**src/riscv_cfg.svh**
```systemverilog
`ifndef RISCV_CFG_SVH
`define RISCV_CFG_SVH

// width of data words, fetched words and immediates
`define RV_XLEN 32

// M extension present
// funct7 bit 0 on an R-type word then selects the multiplier path
`define RV_HAS_MUL 1'b1

`endif
```
**src/rv_ctrl_pkg.sv**
```systemverilog
`default_nettype none

package rv_ctrl_pkg;

    // ALU operand A
    typedef enum logic [1:0] {
        src_a_pc     = 2'd0,
        src_a_old_pc = 2'd1,  // pc of the instruction in the IR
        src_a_rs1    = 2'd2,
        src_a_zero   = 2'd3
    } src_a_e;

    // ALU operand B
    typedef enum logic [1:0] {
        src_b_rs2    = 2'd0,
        src_b_imm    = 2'd1,
        src_b_const4 = 2'd2
    } src_b_e;

    // what goes back to pc and the register file
    typedef enum logic [1:0] {
        res_alu_result = 2'd0,  // straight from the ALU
        res_alu_out    = 2'd1,  // registered ALU result
        res_mem_data   = 2'd2,
        res_mul_out    = 2'd3
    } result_e;

    // coarse operation class from the sequencer
    typedef enum logic [1:0] {
        cls_add         = 2'd0,
        cls_branch      = 2'd1,
        cls_arith_logic = 2'd2,
        cls_lui         = 2'd3
    } alu_class_e;

    typedef enum logic [3:0] {
        alu_add    = 4'd0,
        alu_sub    = 4'd1,
        alu_sll    = 4'd2,
        alu_slt    = 4'd3,
        alu_sltu   = 4'd4,
        alu_xor    = 4'd5,
        alu_srl    = 4'd6,
        alu_sra    = 4'd7,
        alu_or     = 4'd8,
        alu_and    = 4'd9,
        alu_pass_b = 4'd10
    } alu_ctrl_e;

endpackage

`default_nettype wire

```
**src/rv_isa_pkg.sv**
```systemverilog
`default_nettype none

package rv_isa_pkg;

    // anything outside these base opcodes decodes as illegal
    typedef enum logic [6:0] {
        op_load   = 7'b000_0011,
        op_store  = 7'b010_0011,
        op_op     = 7'b011_0011,  // register-register
        op_op_imm = 7'b001_0011,  // register-immediate
        op_jal    = 7'b110_1111,
        op_jalr   = 7'b110_0111,
        op_branch = 7'b110_0011,
        op_lui    = 7'b011_0111,
        op_auipc  = 7'b001_0111
    } opcode_e;

    typedef enum logic [2:0] {
        imm_i = 3'd0,
        imm_s = 3'd1,
        imm_b = 3'd2,
        imm_u = 3'd3,
        imm_j = 3'd4
    } imm_src_e;

    // one instruction word, seen through each encoding format
    typedef union packed {
        struct packed {
            logic [6:0] funct7;
            logic [4:0] rs2;
            logic [4:0] rs1;
            logic [2:0] funct3;
            logic [4:0] rd;
            logic [6:0] opcode;
        } r;
        struct packed {
            logic [11:0] imm_11_0;
            logic [4:0]  rs1;
            logic [2:0]  funct3;
            logic [4:0]  rd;
            logic [6:0]  opcode;
        } i;
        struct packed {
            logic [6:0] imm_11_5;
            logic [4:0] rs2;
            logic [4:0] rs1;
            logic [2:0] funct3;
            logic [4:0] imm_4_0;
            logic [6:0] opcode;
        } s;
        struct packed {
            logic       imm_12;
            logic [5:0] imm_10_5;
            logic [4:0] rs2;
            logic [4:0] rs1;
            logic [2:0] funct3;
            logic [3:0] imm_4_1;
            logic       imm_11;  // sits where rd would be
            logic [6:0] opcode;
        } b;
        struct packed {
            logic [19:0] imm_31_12;
            logic [4:0]  rd;
            logic [6:0]  opcode;
        } u;
        struct packed {
            logic       imm_20;
            logic [9:0] imm_10_1;
            logic       imm_11;
            logic [7:0] imm_19_12;
            logic [4:0] rd;
            logic [6:0] opcode;
        } j;
    } rv_instr_u;

endpackage

`default_nettype wire

```
**src/control_unit.sv**
```systemverilog
`default_nettype none
`timescale 1ns/100ps
`include "riscv_cfg.svh"

module control_unit import rv_isa_pkg::*, rv_ctrl_pkg::*; (
    input  wire logic                clk,
    input  wire logic                rst_n,
    input  wire logic [`RV_XLEN-1:0] rdata,
    input  wire logic                mem_ready,
    input  wire logic                alu_ready,
    input  wire logic                mul_ready,
    input  wire logic                zero,
    output logic                     mem_valid,
    output logic                     alu_valid,
    output logic                     mul_valid,
    output logic                     adr_src,
    output logic                     ir_write,
    output logic                     pc_write,
    output logic                     reg_write,
    output logic                     mem_write,
    output logic                     alu_out_write,
    output src_a_e                   src_a,
    output src_b_e                   src_b,
    output result_e                  result_src,
    output imm_src_e                 imm_src,
    output alu_ctrl_e                alu_ctrl,
    output logic [`RV_XLEN-1:0]      imm_ext
);

    rv_instr_u  instr_q;  // instruction register
    alu_class_e alu_class;

    always_ff @(posedge clk or negedge rst_n) begin
        if (!rst_n)
            instr_q <= '0;
        else if (ir_write)
            instr_q <= rdata;
    end

    main_fsm u_main_fsm (
        .clk           (clk),
        .rst_n         (rst_n),
        .op            (opcode_e'(instr_q.r.opcode)),
        .funct7b0      (instr_q.r.funct7[0]),  // M extension marker
        .mem_ready     (mem_ready),
        .alu_ready     (alu_ready),
        .mul_ready     (mul_ready),
        .zero          (zero),
        .mem_valid     (mem_valid),
        .alu_valid     (alu_valid),
        .mul_valid     (mul_valid),
        .adr_src       (adr_src),
        .ir_write      (ir_write),
        .pc_write      (pc_write),
        .reg_write     (reg_write),
        .mem_write     (mem_write),
        .alu_out_write (alu_out_write),
        .src_a         (src_a),
        .src_b         (src_b),
        .result_src    (result_src),
        .imm_src       (imm_src),
        .alu_class     (alu_class)
    );

    alu_decoder u_alu_decoder (
        .alu_class (alu_class),
        .funct3    (instr_q.r.funct3),
        .funct7b5  (instr_q.r.funct7[5]),
        .op_b5     (instr_q.r.opcode[5]),
        .alu_ctrl  (alu_ctrl)
    );

    imm_extend u_imm_extend (
        .instr   (instr_q),
        .imm_src (imm_src),
        .imm_ext (imm_ext)
    );

endmodule

`default_nettype wire

```
**src/imm_extend.sv**
```systemverilog
`default_nettype none
`timescale 1ns/100ps
`include "riscv_cfg.svh"

module imm_extend import rv_isa_pkg::*; (
    input  wire rv_instr_u            instr,
    input  wire imm_src_e             imm_src,
    output logic [`RV_XLEN-1:0]       imm_ext
);

    logic signed [31:0] imm_raw;  // 32 bit immediate before widening

    always_comb begin
        case (imm_src)
            imm_i: imm_raw = {{20{instr.i.imm_11_0[11]}}, instr.i.imm_11_0};
            imm_s: imm_raw = {{20{instr.s.imm_11_5[6]}}, instr.s.imm_11_5,
                              instr.s.imm_4_0};
            imm_b: imm_raw = {{20{instr.b.imm_12}}, instr.b.imm_11,
                              instr.b.imm_10_5, instr.b.imm_4_1, 1'b0};
            imm_u: imm_raw = {instr.u.imm_31_12, 12'b0};
            imm_j: imm_raw = {{12{instr.j.imm_20}}, instr.j.imm_19_12,
                              instr.j.imm_11, instr.j.imm_10_1, 1'b0};
            default: imm_raw = '0;
        endcase
    end

    // signed cast carries bit 31 into any wider word
    assign imm_ext = `RV_XLEN'(imm_raw);

endmodule

`default_nettype wire

```
**src/alu_decoder.sv**
```systemverilog
`default_nettype none
`timescale 1ns/100ps

module alu_decoder import rv_ctrl_pkg::*; (
    input  wire alu_class_e alu_class,
    input  wire logic [2:0] funct3,
    input  wire logic       funct7b5,
    input  wire logic       op_b5,     // set for register-register ops
    output alu_ctrl_e       alu_ctrl
);

    always_comb begin
        case (alu_class)
            cls_add:    alu_ctrl = alu_add;
            cls_branch: alu_ctrl = alu_sub;  // compare via zero flag
            cls_lui:    alu_ctrl = alu_pass_b;
            default: begin
                case (funct3)
                    3'd0:    alu_ctrl = (op_b5 && funct7b5) ? alu_sub : alu_add;
                    3'd1:    alu_ctrl = alu_sll;
                    3'd2:    alu_ctrl = alu_slt;
                    3'd3:    alu_ctrl = alu_sltu;
                    3'd4:    alu_ctrl = alu_xor;
                    3'd5:    alu_ctrl = funct7b5 ? alu_sra : alu_srl;
                    3'd6:    alu_ctrl = alu_or;
                    default: alu_ctrl = alu_and;
                endcase
            end
        endcase
    end

endmodule

`default_nettype wire

```
**src/main_fsm.sv**
```systemverilog
`default_nettype none
`timescale 1ns/100ps
`include "riscv_cfg.svh"

module main_fsm import rv_isa_pkg::*, rv_ctrl_pkg::*; (
    input  wire logic       clk,
    input  wire logic       rst_n,
    input  wire opcode_e    op,
    input  wire logic       funct7b0,
    input  wire logic       mem_ready,
    input  wire logic       alu_ready,
    input  wire logic       mul_ready,
    input  wire logic       zero,
    output logic            mem_valid,
    output logic            alu_valid,
    output logic            mul_valid,
    output logic            adr_src,    // 0 pc, 1 registered result
    output logic            ir_write,
    output logic            pc_write,
    output logic            reg_write,
    output logic            mem_write,
    output logic            alu_out_write,
    output src_a_e          src_a,
    output src_b_e          src_b,
    output result_e         result_src,
    output imm_src_e        imm_src,
    output alu_class_e      alu_class
);

    typedef enum logic [3:0] {
        s_fetch, s_decode, s_addr, s_read, s_memwb, s_write, s_exec,
        s_aluwb, s_jal, s_jalr, s_branch, s_mul, s_mulwb
    } state_e;

    state_e state, next_state;
    logic   fetch_done;

    // word arrives and pc + 4 is ready in the same cycle
    assign fetch_done    = mem_ready & alu_ready;
    assign alu_out_write = ~mem_valid;  // ALUOut frozen while memory is addressed

    always_ff @(posedge clk or negedge rst_n) begin
        if (!rst_n)
            state <= s_fetch;
        else
            state <= next_state;
    end

    always_comb begin
        next_state = state;  // stall by default
        case (state)
            s_fetch:  if (fetch_done) next_state = s_decode;
            s_decode: begin
                if (alu_ready) begin
                    case (op)
                        op_load, op_store:           next_state = s_addr;
                        op_op:                       next_state = (`RV_HAS_MUL && funct7b0) ?
                                                                  s_mul : s_exec;
                        op_op_imm, op_lui, op_auipc: next_state = s_exec;
                        op_jal:                      next_state = s_jal;
                        op_jalr:                     next_state = s_jalr;
                        op_branch:                   next_state = s_branch;
                        default:                     next_state = s_fetch;  // illegal
                    endcase
                end
            end
            s_addr:   if (alu_ready) next_state = (op == op_load) ? s_read : s_write;
            s_read:   if (mem_ready) next_state = s_memwb;
            s_write:  if (mem_ready) next_state = s_fetch;
            s_exec:   if (alu_ready) next_state = s_aluwb;
            s_jalr:   if (alu_ready) next_state = s_jal;
            s_jal:    if (alu_ready) next_state = s_aluwb;
            s_branch: if (alu_ready) next_state = s_fetch;
            s_mul:    if (mul_ready) next_state = s_mulwb;
            s_memwb, s_aluwb, s_mulwb: next_state = s_fetch;
            default:  next_state = s_fetch;
        endcase
    end

    always_comb begin
        case (op)
            op_store:          imm_src = imm_s;
            op_branch:         imm_src = imm_b;
            op_lui, op_auipc:  imm_src = imm_u;
            op_jal:            imm_src = imm_j;
            default:           imm_src = imm_i;  // loads, op_imm, jalr
        endcase
    end

    always_comb begin
        mem_valid  = 1'b0;
        alu_valid  = 1'b0;
        mul_valid  = 1'b0;
        adr_src    = 1'b0;
        ir_write   = 1'b0;
        pc_write   = 1'b0;
        reg_write  = 1'b0;
        mem_write  = 1'b0;
        src_a      = src_a_pc;
        src_b      = src_b_rs2;
        result_src = res_alu_result;
        alu_class  = cls_add;
        case (state)
            s_fetch: begin
                // ir <- mem[pc], pc <- pc + 4
                mem_valid = 1'b1;
                alu_valid = 1'b1;
                src_b     = src_b_const4;
                ir_write  = fetch_done;
                pc_write  = fetch_done;
            end
            s_decode: begin
                // branch/jump target into ALUOut
                alu_valid = 1'b1;
                src_a     = src_a_old_pc;
                src_b     = src_b_imm;
            end
            s_addr, s_jalr: begin
                alu_valid = 1'b1;  // rs1 + imm
                src_a     = src_a_rs1;
                src_b     = src_b_imm;
            end
            s_read: begin
                mem_valid  = 1'b1;
                adr_src    = 1'b1;
                result_src = res_alu_out;
            end
            s_write: begin
                mem_valid  = 1'b1;
                mem_write  = 1'b1;
                adr_src    = 1'b1;
                result_src = res_alu_out;
            end
            s_memwb: begin
                mem_valid  = 1'b1;
                reg_write  = 1'b1;
                result_src = res_mem_data;
            end
            s_exec: begin
                alu_valid = 1'b1;
                case (op)
                    op_lui:   src_a = src_a_zero;
                    op_auipc: src_a = src_a_old_pc;
                    default:  src_a = src_a_rs1;
                endcase
                src_b     = (op == op_op) ? src_b_rs2 : src_b_imm;
                case (op)
                    op_lui:   alu_class = cls_lui;
                    op_auipc: alu_class = cls_add;
                    default:  alu_class = cls_arith_logic;
                endcase
            end
            s_aluwb: begin
                mem_valid  = 1'b1;
                reg_write  = 1'b1;
                result_src = res_alu_out;
            end
            s_jal: begin
                // pc <- target, ALUOut <- old pc + 4 for the link
                alu_valid  = 1'b1;
                src_a      = src_a_old_pc;
                src_b      = src_b_const4;
                result_src = res_alu_out;
                pc_write   = 1'b1;
            end
            s_branch: begin
                alu_valid  = 1'b1;
                src_a      = src_a_rs1;
                alu_class  = cls_branch;
                result_src = res_alu_out;
                pc_write   = alu_ready & zero;  // taken only on equal compare
            end
            s_mul: begin
                mul_valid = 1'b1;
                src_a     = src_a_rs1;
            end
            s_mulwb: begin
                mem_valid  = 1'b1;
                reg_write  = 1'b1;
                result_src = res_mul_out;
            end
            default: ;
        endcase
    end

endmodule

`default_nettype wire

```
**config.mk**
```make
export PLATFORM = sky130hd
export DESIGN_NAME = control_unit
export DESIGN_NICKNAME = d
export VERILOG_FILES = /design/src/rv_ctrl_pkg.sv /design/src/rv_isa_pkg.sv /design/src/control_unit.sv /design/src/imm_extend.sv /design/src/alu_decoder.sv /design/src/main_fsm.sv
export VERILOG_INCLUDE_DIRS = /design/src
export SDC_FILE = /design/constraint.sdc
export NUM_CORES = 1
export LEC_CHECK = 0
export BUFFER_PORTS_ARGS = -buffer_cell sky130_fd_sc_hd__buf_4
export CAP_MARGIN = 30
export CORE_ASPECT_RATIO = 0.9
export CORE_MARGIN = 1
export CORE_UTILIZATION = 30
export CTS_BUF_LIST = sky130_fd_sc_hd__clkbuf_4 sky130_fd_sc_hd__clkbuf_8
export CTS_CLUSTER_SIZE = 16
export DETAILED_ROUTE_END_ITERATION = 8
export GPL_TIMING_DRIVEN = 0
export HOLD_SLACK_MARGIN = 0.06
export REMOVE_ABC_BUFFERS = 1
export SLEW_MARGIN = 15
export SYNTH_ARGS = -nofsm -noshare
export SYNTH_HDL_FRONTEND = slang
export SYNTH_HIERARCHICAL = 1
export SYNTH_SLANG_ARGS = --single-unit
```
**constraint.sdc**
```tcl
create_clock -name clk -period 2.7 [get_ports clk]
set_clock_uncertainty 0.2 [all_clocks]
set_input_delay 0.54 -clock clk [delete_from_list [all_inputs] [get_ports clk]]
set_output_delay 0.54 -clock clk [all_outputs]
set_load 0.02 [all_outputs]
```
==> results.toml <==
[run_status]
run_status = "finished with violations"
violations = "setup timing"

[final_layout]
fill_cells = 864
drive_above_1_share_pct = 59.3
areaGrowthSynthToFinish_pct = 52.9
nets = 445
multi_input_area_um2 = 1900
diodes = 0
seq_area_um2 = 915
layout.cells.non_filler = 527

[route]
wl_per_cell_um = 16.4
routed_wl_mm = 8.62
drt_iter0_drc = 144
vias = 2669
vias_per_cell = 5.06
ant_nets = 0
dr.pass1.iters = 7
drc = 0

[global_routing]
grt_use_total_pct = 18.0
antenna_found_initial = 0
grt_max_degree = 37
first_global_vias = 2698
grt_overflow_total = 0
grt_pass1_wl_mm = 13.4

[critical_path]
crit_arrival_ps = 2100
cp_data_required_time_ps = 1960
slowest_stage = "dfrtp_2"
ff2ff_path_depth = 6
r2r_slack_ps = 580
critical_path.endpoint_type = "primary output"
cp_common_cell = "buf_4"
crit_chain = "buf_4, a21oi_2, nor3_4, buf_4, maj3_2, nand2b_4, nand2_1, buf_6"
r2r_start = "u_main_fsm/state[0]"
reg2reg_to = "instr_q[29]"
crit_type = "flip-flop to primary output"
critPathBufInv = 3
path_delay_family = "flip-flops"
path_depth = 8
cpPeakStageDelay_ps = 440
start_kind = "flip-flop"
critPathMaxFanout = 7

[min_path]
min_to = "instr_q[30]"
min_from = "rdata[30]"
hp-class = "input port to flip-flop"
hold_depth = 2

[timing]
finalSetupViolCount = 31
worst_pin_slew_ps = 504
fin_crit_ps = 2840
hold_violations = 0
post-route-period-util_pct = 105
max_clock_freq_mhz = 352
finalMaxSlewViolations = 0
timing.final.ws_setup_ps = -138
slew_headroom_pct = 66.4
rsz0062_at_grt = "true"
tns_ps = -2950

[clock_tree]
clkTransAtPathRegs_ps = 80
clkLatencyLatePin_ps = 290
numClockSinks = 36
cts_tree = "done"
cts_root_buf = "clkbuf_8"
h-tree-depth = 2
cts_made_buffers = 5
clk_path_buf_depth = 2

[synth]
avgSynthCellArea_um2 = 9.52
netlist.area_leader.share_pct = 32.8
synthArstFlopShare_pct = 100
synthSimpleGateAreaFrac_pct = 21.4
yosys_warnings = 6
ys_types = 53
synth_edf_count = 0
synth_top_family_by_area = "simple AND/OR/NAND/NOR gates"
yosysMostFrequentCell = "dfrtp_1"
netlist_top_cells_count = "dfrtp_1 (36), nand2_1 (32), mux2_4 (30)"
synthesis.area_um2 = 2750
ys_ff_latch = 36
seq_area_frac_synth_pct = 32.8
synthAdderAreaFrac_pct = 0.409
synth_area_leaders = "dfrtp_1 (33%), mux2_4 (16%), a21oi_1 (4.7%)"
synth_flop_cell = "dfrtp_1"
synth_mux_area_share_pct = 20.7
synth_top_area_cell = "dfrtp_1"
synth_cells = 289
synth_compound_area_share_pct = 16.2
synth-xor-area-share_pct = 0.637

[power]
power_density_nw_per_um2 = 1220
power_uw = 5110
ir_drop_uv = 601
p_leak_uw = 0.00189

[die]
fp.coreArea_um2 = 8730
die_h_um = 92.8
io_pins = 92
dieWidth_um = 103
die_area_um2 = 9550
start_util_pct = 31.5
rows = 32

[placed_design]
dp.cells = 479
hpwl_mm = 5.26
gp_congestion = 0.791
portBuffers = 91
post-place-ws_ps = -645

[flow_run]
max_cap_viol_count = 0
power by group:
part           leakage (µW)  switching (µW)  total, µW  internal [µW]
clock             0.0000523             194        423            229
sequential         0.000421             361       1180            820
combinational       0.00141            1700       3510           1810
flip-flops by register name (all words and copies together) (netlist names):
name and flops:
instr_q 32, u_main_fsm/state 4
cell usage in the layout, fill, tap and decap left out, types with 3 or more instances in the layout:
cell type / synthesis / layout
mux2_2: 8 / 7
and2b_1: 3 / 3
nand2_1: 32 / 24
nor2_1: 13 / 10
buf_6: 5 / 21
o22ai_1: 15 / 10
nand3_1: 3 / 3
dfrtp_2: 0 / 8
nand2b_4: 1 / 4
o21a_1: 3 / 3
nor2b_4: 0 / 5
nor3_1: 6 / 3
dfrtp_1: 36 / 27
nor2b_1: 18 / 13
nand2_2: 0 / 8
inv_1: 8 / 7
and2_1: 4 / 3
mux2_4: 30 / 31
a21oi_2: 0 / 8
nand2b_1: 10 / 7
buf_12: 3 / 3
o22ai_2: 0 / 5
a21oi_1: 26 / 17
o21ai_0: 7 / 6
clkbuf_8: 0 / 6
a32oi_1: 3 / 3
buf_4: 0 / 105
cell type report:
type | instances | area share (%)
well taps | 119 | 3.54
flip-flops and latches | 36 | 21.8
repair buffers | 131 | 26.4
clock buffers | 8 | 2.32
inverters | 9 | 0.833
multi-input cells | 224 | 45.1
routing by layer:
layer | share of wire (%) | vias up | global-route usage (%) | wire length (µm)
li1 | - | 1285 | - | -
met1 | 44 | 1297 | 23.7 | 3800
met2 | 49 | 83 | 29.8 | 4230
met3 | 6.2 | 4 | 4.23 | 537
met4 | 0.71 | 0 | 3.76 | 61
met5 | 0 | - | 0 | 0
worst max path at each step:
stage | from | slack, ps | to
floorplan | u_main_fsm/state[1] | -1030 | pc_write
global placement | u_main_fsm/state[1] | -1160 | pc_write
detailed placement | instr_q[5] | -640 | imm_ext[13]
CTS | instr_q[4] | -140 | imm_ext[28]
global route | instr_q[4] | -240 | imm_ext[6]
finish | instr_q[4] | -140 | imm_ext[26]
kinds of logic (layout without fill, tap and decap cells):
kind of cell               count (synthesis)  after routing
xor gates and xnor gates                   2              2
buffers and inverters                     32            148
AOI/OAI and AO/OA                         70             70
muxes                                     41             41
adders and majority gates                  1              1
and+or+nand+nor                          107            110
DFF                                       36             36
timing repair:
item                                   4_1_cts  5_1_grt
gates cloned                                 3        0
resized for setup                           67       26
endpoints found under the hold margin       36        0
buffers inserted                            29        7
hold buffers                                 1        0
pin swaps                                   15        8
setup endpoints to repair                   39       38
through the flow:
| step | cell area (µm²) | hold slack, ps | util [%] |
|---|---|---|---|
| finish | 4200 | 278 | 48.2 |
| global route | 4200 | 273 | 48.2 |
| CTS | 4030 | 273 | 46.2 |
| detailed placement | 3450 | 301 | 39.5 |
| global placement | 3400 | 294 | 38.9 |
| floorplan | 2570 | 44.4 | - |
(Power assumes the default switching activity.)
